===== src/bn_pkg.sv =====
package bn_pkg;

	localparam int DATA_W = 32; // item value, A and B
	localparam int PRODUCT_W = 64; // full signed product
	localparam int CHN_N = 1024; // parameter memory depth
	localparam int CHN_W = 10; // channel number width
	localparam int FRAC_W = 5; // quantization precision field
	localparam int REG_ADDR_W = 16;
	localparam int CFG_SEL_BIT = 15; // set selects the config register
	localparam int MUL_STAGES = 3; // multiplier register stages

	// one item in or out of the unit
	typedef struct packed {
		logic [CHN_W-1:0] chn; // output channel number
		logic [DATA_W-1:0] val; // signed value
	} bn_item_t;

	// live configuration seen by the datapath
	typedef struct packed {
		logic [FRAC_W-1:0] frac; // fixed point precision
		logic a_eq_1; // A taken as one
		logic b_eq_0; // B taken as zero
	} bn_cfg_t;

	// one parameter memory word
	typedef struct packed {
		logic [DATA_W-1:0] b; // upper half
		logic [DATA_W-1:0] a; // lower half
	} bn_param_t;

	// config register layout of a write word from the msb down
	typedef struct packed {
		logic [DATA_W-FRAC_W-3:0] rsvd; // 25 reserved bits
		logic b_eq_0;
		logic a_eq_1;
		logic [FRAC_W-1:0] frac; // bits 4..0
	} bn_cfg_word_t;

	// same write word as raw A/B data or as config fields
	typedef union packed {
		logic [DATA_W-1:0] raw;
		bn_cfg_word_t cfg;
	} bn_wdata_u;

endpackage


===== src/bn_mul_pipe.sv =====
`timescale 1ns/1ps

module bn_mul_pipe (
	input  logic mul_bn_clk,
	input  logic [bn_pkg::MUL_STAGES-1:0] ce_i, // one enable per stage
	input  logic signed [bn_pkg::DATA_W-1:0] op_a_i,
	input  logic signed [bn_pkg::DATA_W-1:0] op_b_i,
	output logic signed [bn_pkg::PRODUCT_W-1:0] res_o
);
	import bn_pkg::*;

	logic signed [PRODUCT_W-1:0] stage_r [MUL_STAGES];

	// product register
	always_ff @(posedge mul_bn_clk)
	begin
		if (ce_i[0])
			stage_r[0] <= op_a_i * op_b_i;
	end

	// idle delay registers hold their value
	always_ff @(posedge mul_bn_clk)
	begin
		for (int s = 1; s < MUL_STAGES; s++)
		begin
			if (ce_i[s])
				stage_r[s] <= stage_r[s-1];
		end
	end

	assign res_o = stage_r[MUL_STAGES-1];

endmodule


===== src/bn_datapath.sv =====
`timescale 1ns/1ps

module bn_datapath (
	input  logic mul_bn_clk,
	input  logic rst_i,
	input  bn_pkg::bn_cfg_t cfg_i,
	input  logic item_valid_i,
	input  bn_pkg::bn_item_t item_i,
	output logic param_rd_o,
	output logic [bn_pkg::CHN_W-1:0] param_rd_chn_o,
	input  bn_pkg::bn_param_t param_i,
	output logic res_valid_o,
	output bn_pkg::bn_item_t res_o
);
	import bn_pkg::*;

	// channel and B travelling beside the product
	typedef struct packed {
		logic [CHN_W-1:0] chn;
		logic [DATA_W-1:0] b;
	} side_t;

	logic [MUL_STAGES+1:0] vld_r; // 0 input, 1 param read, then mul stages
	bn_item_t in_item_r;
	bn_item_t rd_item_r; // item whose parameters are on param_i
	side_t side_r [MUL_STAGES];
	logic [MUL_STAGES-1:0] mul_ce;
	logic signed [DATA_W-1:0] op_a;
	logic signed [PRODUCT_W-1:0] mul_res;
	logic [FRAC_W-1:0] shift;
	logic [DATA_W-1:0] scaled;
	logic [DATA_W-1:0] add_b;

	always_ff @(posedge mul_bn_clk)
	begin
		if (rst_i)
			vld_r <= '0;
		else
			vld_r <= {vld_r[MUL_STAGES:0], item_valid_i};
	end

	always_ff @(posedge mul_bn_clk)
	begin
		if (item_valid_i)
			in_item_r <= item_i;
		if (vld_r[0])
			rd_item_r <= in_item_r;
	end

	assign param_rd_o = vld_r[0];
	assign param_rd_chn_o = in_item_r.chn;

	assign mul_ce = vld_r[MUL_STAGES:1]; // valid entering each stage
	assign op_a = cfg_i.a_eq_1 ? DATA_W'(1) : param_i.a;

	bn_mul_pipe mul_u (
		.mul_bn_clk(mul_bn_clk),
		.ce_i(mul_ce),
		.op_a_i(op_a),
		.op_b_i(rd_item_r.val),
		.res_o(mul_res)
	);

	always_ff @(posedge mul_bn_clk)
	begin
		if (mul_ce[0])
		begin
			side_r[0].chn <= rd_item_r.chn;
			side_r[0].b <= param_i.b;
		end
		for (int s = 1; s < MUL_STAGES; s++)
		begin
			if (mul_ce[s])
				side_r[s] <= side_r[s-1];
		end
	end

	assign shift = cfg_i.a_eq_1 ? '0 : cfg_i.frac; // no scaling when A is one
	assign scaled = DATA_W'(mul_res >>> shift); // low word of the shifted product
	assign add_b = cfg_i.b_eq_0 ? '0 : side_r[MUL_STAGES-1].b;

	always_ff @(posedge mul_bn_clk)
	begin
		if (rst_i)
			res_valid_o <= 1'b0;
		else
			res_valid_o <= vld_r[MUL_STAGES+1];
	end

	always_ff @(posedge mul_bn_clk)
	begin
		if (vld_r[MUL_STAGES+1])
		begin
			res_o.chn <= side_r[MUL_STAGES-1].chn;
			res_o.val <= scaled + add_b; // wraps
		end
	end

endmodule


===== config.mk =====
export PLATFORM = sky130hd
export DESIGN_NAME = bn_datapath
export DESIGN_NICKNAME = d
export VERILOG_FILES = /design/src/bn_pkg.sv /design/src/bn_mul_pipe.sv /design/src/bn_datapath.sv
export SDC_FILE = /design/constraint.sdc
export NUM_CORES = 2
export LEC_CHECK = 0
export BUFFER_PORTS_ARGS = -buffer_cell sky130_fd_sc_hd__buf_2
export CORE_MARGIN = 2
export CORE_UTILIZATION = 40
export CTS_CLUSTER_SIZE = 40
export DETAILED_ROUTE_END_ITERATION = 10
export GPL_ROUTABILITY_DRIVEN = 1
export PLACE_DENSITY = 0.59
export SLEW_MARGIN = 30
export SYNTH_ARGS = -nofsm -noshare
export SYNTH_HDL_FRONTEND = slang
export SYNTH_HIERARCHICAL = 1
export SYNTH_SLANG_ARGS = --single-unit

===== constraint.sdc =====
create_clock -name mul_bn_clk -period 13.18 [get_ports mul_bn_clk]
set_input_delay 1.318 -clock mul_bn_clk [delete_from_list [all_inputs] [get_ports mul_bn_clk]]
set_output_delay 1.318 -clock mul_bn_clk [all_outputs]
set_load 0.01 [all_outputs]

# ---- Word-level counts from Yosys, hierarchy flattened
# Memories as Yosys holds them, arrays and structs flattened.
# Index checks and enable logic that the tools add are counted.
dict set report word_totals {
  ff_bits 132
  mem_bits_rw 318
  in_bits 116
  out_inout_bits 54
  wordCells 22
  memories 2
}
dict set report op_classes {
  addsub 1
  multipliers 1
  shifts 1
  muxes 9
}
# memory words word_bits read_ports rd_ports_with_merged_regs write_ports line_no
set memory_table {}
lappend memory_table {mul_u.stage_r 3 64 3 0 3 bn_mul_pipe.sv:12} ;# logic signed [PRODUCT_W-1:0] stage_r [MUL_STAGES];
lappend memory_table {side_r 3 42 3 0 3 bn_datapath.sv:26} ;# side_t side_r [MUL_STAGES];
# operator count
set op_table {}
lappend op_table {{$mul A32 B32 Y64} 1}
lappend op_table {{$mux W32} 2}
lappend op_table {{$sshr A64 B5 Y32} 1}
lappend op_table {{$add A32 B32 Y32} 1}
lappend op_table {{$mux W1} 6}
lappend op_table {{$mux W5} 1}

# ---- Depth between registers and ports, before layout
dict set report depth {
  word_depth 3
  mapped_depth 31
  mapped_depth_nobuf 27
}

# ---- Cells and area by module
# The synthesis kept the hierarchy.
# mod n_inst cells_each area_each_um2 seq_area_each_um2
set by_module_without_submodules {}
lappend by_module_without_submodules {bn_mul_pipe 1 4147 42484.5 5765.5}
lappend by_module_without_submodules {bn_datapath 1 1032 13193.9 7687.4}

# ---- Worst setup path before layout
# OpenSTA, ideal clock, no wires.
dict set report synth_path {
  path_kind {input-to-reg}
  from {input cfg_i[1] (netlist bit)}
  to {memory mul_u.stage_r[0][63] (data pin)}
  setup_ns 0.260
  arrival_time_ns 9.043
  t_required_ns 12.920
  slack_ns 3.877
  cell_stages 30
  path_buffers 3
  cell_sequence {buf_2 > clkbuf_1 > nor2b_1 > clkbuf_1 > nand2_1 > inv_1 > fa_1 > inv_1 > fa_1 > inv_1 > fa_1 > fa_1 > inv_1 > fa_1 > inv_1 > fa_1 > inv_1 > fa_1 > inv_1 > fa_1 > ha_1 > nand2_1 > nor3_1 > nand4_1 > a2111oi_2 > nor3_2 > o31ai_2 > a221oi_1 > a21oi_1 > xnor2_1}
}
# element line_no
set synth_lines {}
lappend synth_lines {{from (decl)} bn_datapath.sv:6} ;# input bn_pkg::bn_cfg_t cfg_i,
lappend synth_lines {{to (decl)} bn_mul_pipe.sv:12}

==> results.tsv <==
stage	metric	value	unit
outcome	outcome	complete, no violations	
layout	Synth-to-Final Area Change	7.33	%
layout	layout cells sized above 1	0.0825	
sta	RSZ-0062 raised after global routing	false	
global_route	total track usage	0.209	
sta	worst slew pin tran	1.06	ns
routing	via count	35210	
sta	fmax	0.103	GHz
clock_tree	Clk pin slew, worst setup/hold paths	0.06	ns
layout	multi-input logic area	36900	sq um
min_path	Hold Path Class	reg -> reg	
clock_tree	clock latency on the worst-skew pair	0.68	ns
min_path	Worst Hold Depth	0	
routing	Avg Vias per Cell	5.07	
critical_path	CP required	13.56	ns
sta	final worst-path cycle share	0.740	
clock_tree	post-CTS sizing	0	
routing	Iter 0 DRT Violations	2309	
global_route	vias in the first global route	38690	
sta	Tmin final	9.75	ns
clock_tree	Num CTS Buffers	50	
layout	fill cell count	13002	
sta	clock skew	0.0595	ns
clock_tree	CTS tree	done	
critical_path	Setup crit end kind	flip-flop	
clock_tree	cts hold-fix bufs	0	
clock_tree	clock sink count	447	
clock_tree	H-tree levels	2	
placed_design	placer congestion estimate	0.898	
floorplanning	Starting Density	0.403	
global_route	global-route wire length before repair	226	mm
critical_path	r2r startpoint	rd_item_r[2]	
floorplanning	# rows	136	
routing	Total Wirelength	144	mm
layout	commonest non-fill, non-tap cell in the layout	fa_1	
global_route	initial antenna violation count	6	
sta	max-slew violation count	0	
routing	routed len/inst	20.7	um
floorplanning	die area	141000	sq um
layout	most frequent cells in the layout	fa_1, inv_1, nand2_1	
synth	Post-Synthesis Cells	5153	
placed_design	DP HPWL	107	mm
critical_path	crit path DAT	10.13	ns
synth	Syn Nets	6567	
min_path	min-delay src	mul_u/stage_r[0][28]	
clock_tree	Setup Fix Bufs, Post-CTS	0	
synth	Cell Area, Synth	55400	sq um
critical_path	critical path launch point type	input port	
layout	Reg area	13400	sq um
critical_path	number of cells on the worst reg-to-reg path	23	
clock_tree	CTS max path bufs	3	
critical_path	worst r2r dst	mul_u/stage_r[0][61]	
critical_path	Crit Path Category	in -> reg	
global_route	gr ovfl total	0	
routing	Routed Antenna Nets	0	
global_route	largest net degree at the start of global routing	69	
clock_tree	Root Driver	clkbuf_16	
synth	mean post-synth cell area	10.8	sq um
floorplanning	die height	376	um
floorplanning	core box area	137000	sq um
sta	Slew HR	0.289	
floorplanning	IO Count	170	
layout	nets	6528	
synth	Yosys warnings	6	
routing	Pre-antenna DRT Iters	5	
routing	drt drc	0	
min_path	Min-Delay Endpoint	mul_u/stage_r[0][92]	
critical_path	r2r setup slk	4.21	ns
sta	Final Hold Fails	0	
placed_design	Buffers on Ports	169	
floorplanning	die width	376	um
critical_path	CP max FO	32	
sta	setup_tns	0	ns
sta	Setup Viol. Count Final	0	
run	max_cap viols	0	
==> through the flow <==
step                hold WS (ns)  cells  utilization  setup slack (ns)  instance area [sq um]
floorplan                  0.400   5153            -              4.03                  55400
global placement           0.401   6849        0.419              2.83                  57600
detailed placement         0.405   6850        0.419              2.81                  57600
CTS                        0.389   6941        0.431              3.50                  59300
global route               0.389   6947        0.432              3.12                  59500
finish                     0.397   6950        0.432              3.43                  59500
==> area by class of cell <==
cell class / instances / area share
timing repair buffer: 248 / 0.0268
antenna: 3 / 0.000126
multi-input combinational: 3388 / 0.621
clock inverter: 35 / 0.00633
inverter: 979 / 0.0618
sequential: 447 / 0.225
tap: 1794 / 0.0377
clock buffer: 56 / 0.0214
==> critical path, cell delays in order <==
cell	delay, ns
buf_4	0.43
nor2b_2	0.08
buf_4	0.25
nand2_1	0.13
inv_1	0.10
fa_1	0.60
fa_1	0.46
fa_1	0.96
fa_1	0.70
inv_1	0.46
fa_1	0.63
inv_1	0.06
fa_1	0.54
fa_1	0.43
fa_1	0.47
ha_1	0.36
a21o_1	0.21
a21o_1	0.17
a21oi_1	0.20
o211ai_1	0.23
nor3_2	0.56
o31ai_2	0.16
a221oi_1	0.28
nand2b_1	0.10
xor2_1	0.14
==> flip-flops by register name, indices dropped and copies added, names as in the netlist <==
| register | count |
|---|---|
| res_o | 42 |
| res_valid_o | 1 |
| mul_u/stage_r | 189 |
| rd_item_r | 42 |
| in_item_r | 32 |
| vld_r | 5 |
| side_r | 126 |
| param_rd_chn_o | 10 |
==> metal layers <==
metal / track usage / share of wire / vias up
met4: 0.0581 / 0.030 / 2
met3: 0.0581 / 0.089 / 224
met1: 0.283 / 0.43 / 18123
li1: - / - / 15647
met2: 0.331 / 0.45 / 1214
met5: 0 / 0.000063 / -
==> worst max-delay path by stage <==
stage / startpoint / endpoint / cells after the start
2_1_floorplan: cfg_i[1] / mul_u/stage_r[0][61] / 30
3_3_place_gp: cfg_i[1] / mul_u/stage_r[0][61] / 25
3_5_place_dp: cfg_i[1] / mul_u/stage_r[0][61] / 25
4_1_cts: cfg_i[1] / mul_u/stage_r[0][61] / 25
5_1_grt: cfg_i[1] / mul_u/stage_r[0][59] / 27
6_report: cfg_i[1] / mul_u/stage_r[0][61] / 25
Power is left out: the tool's default activity adds up to more than one toggle a clock period on the data nets, which glitch-free logic cannot reach.
