--- src/bn_pkg.sv ---
package bn_pkg;

	localparam int DATA_W = 32; // item value, A and B
	localparam int PRODUCT_W = 64; // full signed product
	localparam int CHN_N = 1024; // parameter memory depth
	localparam int CHN_W = 10; // channel number width
	localparam int FRAC_W = 5; // quantization precision field
	localparam int REG_ADDR_W = 16;
	localparam int CFG_SEL_BIT = 15; // set selects the config register
	localparam int MUL_STAGES = 3; // multiplier register stages

	// one item in or out of the unit
	typedef struct packed {
		logic [CHN_W-1:0] chn; // output channel number
		logic [DATA_W-1:0] val; // signed value
	} bn_item_t;

	// live configuration seen by the datapath
	typedef struct packed {
		logic [FRAC_W-1:0] frac; // fixed point precision
		logic a_eq_1; // A taken as one
		logic b_eq_0; // B taken as zero
	} bn_cfg_t;

	// one parameter memory word
	typedef struct packed {
		logic [DATA_W-1:0] b; // upper half
		logic [DATA_W-1:0] a; // lower half
	} bn_param_t;

	// config register layout of a write word from the msb down
	typedef struct packed {
		logic [DATA_W-FRAC_W-3:0] rsvd; // 25 reserved bits
		logic b_eq_0;
		logic a_eq_1;
		logic [FRAC_W-1:0] frac; // bits 4..0
	} bn_cfg_word_t;

	// same write word as raw A/B data or as config fields
	typedef union packed {
		logic [DATA_W-1:0] raw;
		bn_cfg_word_t cfg;
	} bn_wdata_u;

endpackage

--- src/bn_regs.sv ---
`timescale 1ns/1ps

module bn_regs (
	input  logic mul_bn_clk,
	input  logic rst_i,
	input  logic reg_wr_i, // one-cycle write strobe
	input  logic [bn_pkg::REG_ADDR_W-1:0] reg_addr_i,
	input  bn_pkg::bn_wdata_u reg_wdata_i,
	output bn_pkg::bn_cfg_t cfg_o,
	output logic [1:0] param_wr_o, // {B half, A half}
	output logic [bn_pkg::CHN_W-1:0] param_wr_chn_o,
	output logic [bn_pkg::DATA_W-1:0] param_wr_data_o
);
	import bn_pkg::*;

	logic cfg_hit;
	logic param_hit;

	assign cfg_hit = reg_wr_i && reg_addr_i[CFG_SEL_BIT];
	// channel addresses beyond the memory are dropped
	assign param_hit = reg_wr_i && !reg_addr_i[CFG_SEL_BIT]
		&& (reg_addr_i[CFG_SEL_BIT-1:CHN_W+1] == '0);

	always_ff @(posedge mul_bn_clk)
	begin
		if (rst_i)
		begin
			cfg_o <= '0;
		end
		else if (cfg_hit)
		begin
			cfg_o.frac <= reg_wdata_i.cfg.frac;
			cfg_o.a_eq_1 <= reg_wdata_i.cfg.a_eq_1;
			cfg_o.b_eq_0 <= reg_wdata_i.cfg.b_eq_0;
		end
	end

	always_ff @(posedge mul_bn_clk)
	begin
		if (rst_i)
			param_wr_o <= 2'b00;
		else
			param_wr_o <= {param_hit & reg_addr_i[0], param_hit & ~reg_addr_i[0]}; // bit 0 picks B
	end

	always_ff @(posedge mul_bn_clk)
	begin
		if (param_hit)
		begin
			param_wr_chn_o <= reg_addr_i[CHN_W:1]; // channel in bits 10..1
			param_wr_data_o <= reg_wdata_i.raw;
		end
	end

endmodule

--- config.mk ---
export PLATFORM = sky130hd
export DESIGN_NAME = bn_regs
export DESIGN_NICKNAME = d
export VERILOG_FILES = /design/src/bn_pkg.sv /design/src/bn_regs.sv
export SDC_FILE = /design/constraint.sdc
export NUM_CORES = 1
export LEC_CHECK = 0
export BUFFER_PORTS_ARGS = -buffer_cell sky130_fd_sc_hd__buf_2
export CAP_MARGIN = 20
export CORE_ASPECT_RATIO = 0.8
export CORE_MARGIN = 5
export CORE_UTILIZATION = 37
export CTS_CLUSTER_DIAMETER = 100
export DETAILED_ROUTE_END_ITERATION = 8
export PLACE_DENSITY = 0.74
export SLEW_MARGIN = 20
export SYNTH_ARGS = -nofsm -noshare
export SYNTH_HDL_FRONTEND = slang
export SYNTH_SLANG_ARGS = --single-unit
--- constraint.sdc ---
create_clock -name mul_bn_clk -period 3.5 [get_ports mul_bn_clk]
set_input_delay 0.875 -clock mul_bn_clk [delete_from_list [all_inputs] [get_ports mul_bn_clk]]
set_output_delay 0.875 -clock mul_bn_clk [all_outputs]
set_load 0.02 [all_outputs]
# Word level (Yosys, flattened, before mapping)
# Cells that the tools add are included.
[word_totals]
reg_bits = 51
in_bits = 51
output_inout_bits = 51
wordCells = 14
[classes]
bitwise = 3
reduce_logical = 5
[ops]
columns = ["cell", "count"]
rows = [
  ["4-bit zero test", 1],
  ["1-bit logical AND", 3],
  ["1-bit bitwise AND", 2],
  ["1-bit zero test", 1],
  ["1-bit inverter", 1],
]

# Depth between registers and ports, before layout
# Gate-level depths: netlist of the first run.
[depth]
depth_word = 4
ltp_mapped = 3
ltp_nobuf = 2

# Least setup slack after synthesis of the first run
# Ideal clock, no wire load.
[synth_path]
kind = "input-to-reg"
from = "input port reg_addr_i[12] (netlist name)"
to = "register param_wr_chn_o[0] (netlist name), enable pin"
setup_time_ns = 0.441
arrival_time_ns = 3.202
t_required_ns = 3.059
path_slack_ns = -0.144
path_stages = 2
n_path_buf = 0
path_cell_list = "or4_4 nor2_1"
[synth_between]
elab_chain_cells = 2
[synth_lines]
columns = ["item", "line_no", "rtl"]
rows = [
  ["start, declared", "bn_regs.sv:7", "input logic [bn_pkg::REG_ADDR_W-1:0] reg_addr_i,"],
  ["4-bit zero test", "bn_regs.sv:22", "&& (reg_addr_i[CFG_SEL_BIT-1:CHN_W+1] == '0);"],
  ["1-bit logical AND", "bn_regs.sv:22", ""],
  ["net param_hit", "bn_regs.sv:17", "logic param_hit;"],
  ["end signal, assigned", "bn_regs.sv:50", "param_wr_chn_o <= reg_addr_i[CHN_W:1];"],
  ["end, declared", "bn_regs.sv:11", "output logic [bn_pkg::CHN_W-1:0] param_wr_chn_o,"],
]
# The timed path passes the listed nets, and every way through them passes these cells.
# A chain may end at the register's enable or synchronous reset.

# Worst setup path after layout of the first run
[layout_path]
from = "input port reg_addr_i[12] (netlist name)"
to = "register param_wr_chn_o[5] (netlist name), enable pin"
# Same word-level chain as after synthesis.

==> results of run 1 <==
==> cells by family (layout without fill, tap and decap cells) <==
family,Yosys count,count (layout),share of synthesized area [%]
buffers and inverters,3,109,0.840
AO/OA/AOI/OAI,14,14,6.42
flip-flops,51,51,88.0
AND/OR/NAND/NOR,12,12,4.74
==> area by class of cell <==
class,instances,area [sq um],area share [%]
Sequential cell,51,1440,61.7
Timing Repair Buffer,102,526,22.5
Tap cell,57,71.3,3.05
Multi-Input combinational cell,26,190,8.15
Clock inverter,2,37.5,1.61
Clock buffer,5,68.8,2.95
==> through the flow <==
step / total power [mW] / setup slack, ns / cell area, sq um / utilization [%]
final: 1.12 / 1.29 / 2330 / 55.2
after floorplan: 0.708 / 0.558 / 1640 / -
after global placement: 0.748 / 0.958 / 2230 / 52.7
after CTS: 1.13 / 1.26 / 2330 / 55.2
after detailed placement: 0.749 / 0.942 / 2230 / 52.7
after global routing: 1.16 / 1.23 / 2330 / 55.2
==> cell usage in the layout (no fill, tap or decap), drive strengths merged <==
cell type	count
edfxtp	42
bufinv	1
a21oi	7
clkinvlp	1
nand3	7
dfxtp	9
nor2	1
or4	1
nand2b	1
a21bo	7
nor4b	1
clkbuf	5
nor4	1
buf	102
==> power by group through the flow <==
| stage | sequential (mW) | combinational [mW] | clock, mW |
|---|---|---|---|
| 5_1_grt | 0.669 | 0.0733 | 0.421 |
| 6_report | 0.668 | 0.0667 | 0.384 |
| 2_1_floorplan | 0.693 | 0.0147 | 0 |
| 3_5_place_dp | 0.682 | 0.0676 | 0 |
| 4_1_cts | 0.668 | 0.0678 | 0.394 |
| 3_3_place_gp | 0.681 | 0.0665 | 0 |
==> how the worst max path moves through the flow <==
stage	startpoint	to	cells past startpoint
4_1_cts	reg_addr_i[12]	param_wr_data_o[9]	4
3_3_place_gp	reg_addr_i[12]	param_wr_data_o[9]	4
3_5_place_dp	reg_addr_i[12]	param_wr_data_o[9]	4
6_report	reg_addr_i[12]	param_wr_chn_o[5]	4
5_1_grt	reg_addr_i[12]	param_wr_chn_o[1]	4
2_1_floorplan	reg_addr_i[12]	param_wr_chn_o[0]	2
==> flip-flops by register name, summed over array words and instances, names as in the netlist <==
| register | flops |
|---|---|
| param_wr_o | 2 |
| cfg_o | 7 |
| param_wr_chn_o | 10 |
| param_wr_data_o | 32 |
==> layer usage <==
metal  vias to the layer above  wire (microns)  GRT usage (%)
li1                        516               -              -
met1                       465            1400           15.1
met2                        73            1440           15.9
met3                         5             508           7.13
met4                         0              43           4.22
met5                         -               0              0
==> tightest hold or removal path, cell delays in order, from the launching register on <==
cell and delay, ns:
dfxtp_1 0.32, a21bo_2 0.17, a21oi_1 0.05
==> impl_metrics.env, run 1 <==
export IMPL_drv_slew=0
export IMPL_coreArea_sq_um=4230
export IMPL_grt_pass1_wl_mm=5.29
export IMPL_hold_path_depth=2
export IMPL_areaGrowthSynthToFinish_pct=42.6
export IMPL_worst_pin_slew_ns=0.512
export IMPL_wl_per_cell_microns=14.0
export IMPL_worstPathRequired_ns=3.50
export IMPL_gp_congestion=0.733
export IMPL_port_buffers=101
export IMPL_clkPwrFrac_pct=34.3
export IMPL_cts_sinks=51
export IMPL_cts_made_buffers=5
export IMPL_final_setup_viol_count=0
export IMPL_yosys_warnings=0
export IMPL_switching_share_pct=19.0
export IMPL_drt_iter0_markers=24
export IMPL_drt_pass1_iterations=4
export IMPL_place_inst=236
export IMPL_slew_headroom_pct=65.8
export IMPL_clk_latency_ns=0.29
export IMPL_cp_top_family="simple AND/OR/NAND/NOR gates"
export IMPL_comb_power_share_pct=6.0
export IMPL_ios=102
export IMPL_hp_class="register to register"
export IMPL_grt_overflow_total=0
export IMPL_reg2reg_from="cfg_o[1]"
export IMPL_r2r_cells=2
export IMPL_rsz0062_at_grt="no"
export IMPL_hpwl_mm=2.68
export IMPL_cts_tree="yes"
export IMPL_worstSetupPathType="input port to register"
export IMPL_powerDensity_nw_per_um2=479
export IMPL_fin_nets=237
export IMPL_p_leak_nw=0.971
export IMPL_fin_worst_hold_slack_ns=0.582
export IMPL_ys_async_sr_fraction_pct=0
export IMPL_htreeDepth=2
export IMPL_seq_power_share_pct=59.7
export IMPL_fin_skew_ns=0
export IMPL_fin_crit_sh_pct=63.2
export IMPL_crit_arrival_ns=2.22
export IMPL_clk_pin_slew_ns=0.08
export IMPL_rows=21
export IMPL_synth_area_per_cell_sq_um=20.5
export IMPL_vias=1059
export IMPL_clock_path_buffers=2
export IMPL_vias_per_cell=4.36
export IMPL_tns_ns=0
export IMPL_critPathMaxFanout=26
export IMPL_synth_distinct_cells=12
export IMPL_final_min_clock_period_ns=2.21
export IMPL_synth_area_sq_um=1640
export IMPL_max_freq_ghz=0.452
export IMPL_path_cells="buf_2 > or4_4 > nor2_4 > buf_12"
export IMPL_grt_pass1_vias=1090
export IMPL_status="finished, final reports clean"
export IMPL_insertedDiodeCount=0
export IMPL_drc=0
export IMPL_synth_area_top_cells="edfxtp_1 (77%), dfxtp_1 (11%), a21bo_2 (4.3%)"
export IMPL_postCtsSetupBuffers=0
export IMPL_critPathBufInv=2
export IMPL_internal_power_uw=905
export IMPL_ctsResizeCount=0
export IMPL_drive_gt1_share_pct=64.0
export IMPL_die_h_microns=69.5
export IMPL_ant_nets=0
export IMPL_vdd_drop_max_mv=0.247
export IMPL_die_w_microns=84.4
export IMPL_synth_top_area_cell="edfxtp_1"
export IMPL_synth_edf_count=42
export IMPL_r2r_slack_ns=2.72
export IMPL_maxCapViolCount=0
export IMPL_grt_usage_pct=11.7
export IMPL_hold_buffers=0
export IMPL_ys_seq_area_share_pct=88.0
export IMPL_holdCritStartpoint="cfg_o[0]"
export IMPL_antenna_found_initial=0
export IMPL_synth_seq_cells=51
export IMPL_r2r_end="cfg_o[1]"
export IMPL_design_die_area_sq_um=5870
export IMPL_hold_violations=0
export IMPL_start_util_pct=38.7
export IMPL_p_switching_uw=212
export IMPL_grt_max_degree=27
export IMPL_cp_slowest_cell="or4_4"
export IMPL_synth_top_area_share_pct=77.0
export IMPL_synth_flop_cell="edfxtp_1"
export IMPL_post_synth_inst_count=80
export IMPL_cpPeakStageDelay_ns=0.56
export IMPL_fillers=358
export IMPL_final_cells=243
export IMPL_critPathCaptureType="register"
export IMPL_synth_commonest_cells="edfxtp_1 (42), dfxtp_1 (9), a21bo_2 (7), a21oi_1 (7), nand3_1 (7)"
export IMPL_syn_nets=131
export IMPL_holdPathEnd="cfg_o[0]"
export IMPL_start_kind="input port"
export IMPL_totalWireLength_mm=3.40
export IMPL_cts_root_buf="clkbuf_8"
export IMPL_yosysMostFrequentCell="edfxtp_1"
(Power assumes the default switching activity.)
==> run 2, diff against run 1 <==
--- a/config.mk
+++ b/config.mk
@@ -5,14 +5,15 @@
 export SDC_FILE = /design/constraint.sdc
 export NUM_CORES = 1
 export LEC_CHECK = 0
+export ABC_AREA = 1
 export BUFFER_PORTS_ARGS = -buffer_cell sky130_fd_sc_hd__buf_2
 export CAP_MARGIN = 20
 export CORE_ASPECT_RATIO = 0.8
 export CORE_MARGIN = 5
-export CORE_UTILIZATION = 37
+export CORE_UTILIZATION = 41
 export CTS_CLUSTER_DIAMETER = 100
 export DETAILED_ROUTE_END_ITERATION = 8
-export PLACE_DENSITY = 0.74
+export PLACE_DENSITY = 0.77
 export SLEW_MARGIN = 20
 export SYNTH_ARGS = -nofsm -noshare
 export SYNTH_HDL_FRONTEND = slang
==> constraint.sdc (replaced) <==
create_clock -name mul_bn_clk -period 2.1 [get_ports mul_bn_clk]
set_input_delay 0.525 -clock mul_bn_clk [delete_from_list [all_inputs] [get_ports mul_bn_clk]]
set_output_delay 0.525 -clock mul_bn_clk [all_outputs]
set_load 0.02 [all_outputs]
==> impl_metrics.env, run 2 <==
export IMPL_drc=0
export IMPL_port_buffers=101
export IMPL_start_util_pct=42.9
export IMPL_final_cell_mix="buf_2 (101), edfxtp_1 (42), dfxtp_1 (9), nand2_1 (8)"
export IMPL_vias_per_cell=4.35
export IMPL_fin_nets=245
export IMPL_ant_nets=0
export IMPL_synth_distinct_cells=13
export IMPL_synth_edf_count=42
export IMPL_cts_sinks=51
export IMPL_grt_pass1_wl_mm=5.00
export IMPL_gp_congestion=0.732
export IMPL_insertedDiodeCount=0
export IMPL_rows=20
export IMPL_maxCapViolCount=0
export IMPL_vdd_drop_max_mv=0.374
export IMPL_clk_pin_slew_ns=0.09
export IMPL_drive_gt1_share_pct=57.9
export IMPL_cts_made_buffers=5
export IMPL_ys_async_sr_fraction_pct=0
export IMPL_rsz0062_at_grt="no"
export IMPL_die_h_microns=66.6
export IMPL_hp_class="input port to register"
export IMPL_drv_slew=0
export IMPL_areaGrowthSynthToFinish_pct=38.9
export IMPL_coreArea_sq_um=3830
export IMPL_critPathMaxFanout=1
export IMPL_yosys_warnings=0
export IMPL_vias=1088
export IMPL_cpPeakStageDelay_ns=0.39
export IMPL_die_w_microns=80.8
export IMPL_regMostFlops="param_wr_data_o"
export IMPL_drt_pass1_iterations=4
export IMPL_max_freq_ghz=0.725
export IMPL_totalWireLength_mm=3.43
export IMPL_p_leak_nw=0.975
export IMPL_synth_flop_cell="edfxtp_1"
export IMPL_worstPathRequired_ns=1.57
export IMPL_fin_worst_hold_slack_ns=0.405
export IMPL_tns_ns=0
export IMPL_status="finished, final reports clean"
export IMPL_top_regs="param_wr_data_o: 32 flops, param_wr_chn_o: 10 flops, cfg_o: 7 flops"
export IMPL_hold_buffers=0
export IMPL_finalWorstSetupSlack_ns=0.721
export IMPL_start_kind="register"
export IMPL_grt_pass1_vias=1047
export IMPL_cp_top_family="flip-flops"
export IMPL_yosysMostFrequentCell="edfxtp_1"
export IMPL_path_cells="buf_2"
export IMPL_critPathBufInv=1
export IMPL_grt_max_degree=25
export IMPL_postCtsSetupBuffers=0
export IMPL_syn_nets=138
export IMPL_post_place_ws_ns=0.432
export IMPL_grt_usage_pct=12.7
export IMPL_cp_slowest_cell="edfxtp_1"
export IMPL_synth_area_sq_um=1640
export IMPL_wl_per_cell_microns=13.7
export IMPL_powerDensity_nw_per_um2=757
export IMPL_final_setup_viol_count=0
export IMPL_final_min_clock_period_ns=1.38
export IMPL_htreeDepth=2
export IMPL_synth_top_area_cell="edfxtp_1"
export IMPL_ctsResizeCount=0
export IMPL_drt_iter0_markers=52
export IMPL_slew_headroom_pct=81.1
export IMPL_fin_crit_sh_pct=65.7
export IMPL_critPathCaptureType="output pin"
export IMPL_synth_area_per_cell_sq_um=18.9
export IMPL_synth_area_top_cells="edfxtp_1 (77%), dfxtp_1 (11%), a21oi_1 (2.1%)"
export IMPL_cts_tree="yes"
export IMPL_synth_top_area_share_pct=76.8
export IMPL_synth_seq_cells=51
export IMPL_fin_area_sq_um=2280
export IMPL_clk_latency_ns=0.28
export IMPL_worst_pin_slew_ns=0.284
export IMPL_crit_arrival_ns=0.85
export IMPL_final_common_cell="buf_2"
export IMPL_ys_seq_area_share_pct=87.7
export IMPL_largest_reg_flops=32
export IMPL_cts_root_buf="clkbuf_8"
export IMPL_placed_area_sq_um=2200
export IMPL_synth_commonest_cells="edfxtp_1 (42), dfxtp_1 (9), nand2_1 (8), a21oi_1 (7), nand3_1 (7)"
export IMPL_hpwl_mm=2.77
export IMPL_ios=102
export IMPL_post_synth_inst_count=87
export IMPL_fin_util_pct=59.6
export IMPL_hold_violations=0
export IMPL_clock_path_buffers=2
export IMPL_design_die_area_sq_um=5380
export IMPL_antenna_found_initial=0
export IMPL_worstSetupPathType="register to output pin"
export IMPL_grt_overflow_total=0
export IMPL_fin_skew_ns=0
-- run 2: changes by cell type after synthesis, sizes merged, moves of 3 or more --
cell and delta:
inv +3, nand2 +9, nor2 +4, a21bo -7
-- run 2: final timing paths --
path                        from             endpoint  slack [ns]  cells after the start
min                reg_addr_i[7]    param_wr_chn_o[6]        0.40                      1
max reg2reg             cfg_o[6]             cfg_o[6]        1.51                      2
min reg2reg             cfg_o[1]             cfg_o[1]        0.46                      2
max          param_wr_data_o[11]  param_wr_data_o[11]        0.72                      1
-- run 2: cells by family (layout without fill, tap and decap cells) --
logic type,Yosys count,in the layout,share of synthesized area (%)
AOI/OAI and AO/OA,7,7,2.13
buffers and inverters,6,114,2.89
DFF,51,51,87.7
and+or+nand+nor,23,23,7.24
-- run 2: final cells by class --
class / count / area [sq um]
Clock buffer: 5 / 68.8
Clock inverter: 3 / 15.0
Fill cell: 307 / 1550
Inverter: 3 / 13.8
Multi-Input combinational cell: 30 / 154
Sequential cell: 51 / 1440
Tap cell: 55 / 68.8
Timing Repair Buffer: 103 / 520
-- run 2: where the power goes --
group          switching, mW  internal, mW
clock                  0.279         0.226
sequential           0.00498          1.11
combinational         0.0593        0.0504
-- run 2: routing by layer --
| layer | GRT usage [%] | share of wire [%] |
|---|---|---|
| met5 | 0 | 0 |
| met1 | 15.0 | 39 |
| met2 | 21.2 | 46 |
| met3 | 5.41 | 14 |
| met4 | 3.80 | 0.12 |
-- run 2: metrics by stage --
step | instances | total power [mW]
floorplan | 87 | 1.19
CTS | 250 | 1.75
finish | 250 | 1.73
global route | 250 | 1.81
global placement | 242 | 1.24
detailed placement | 242 | 1.25
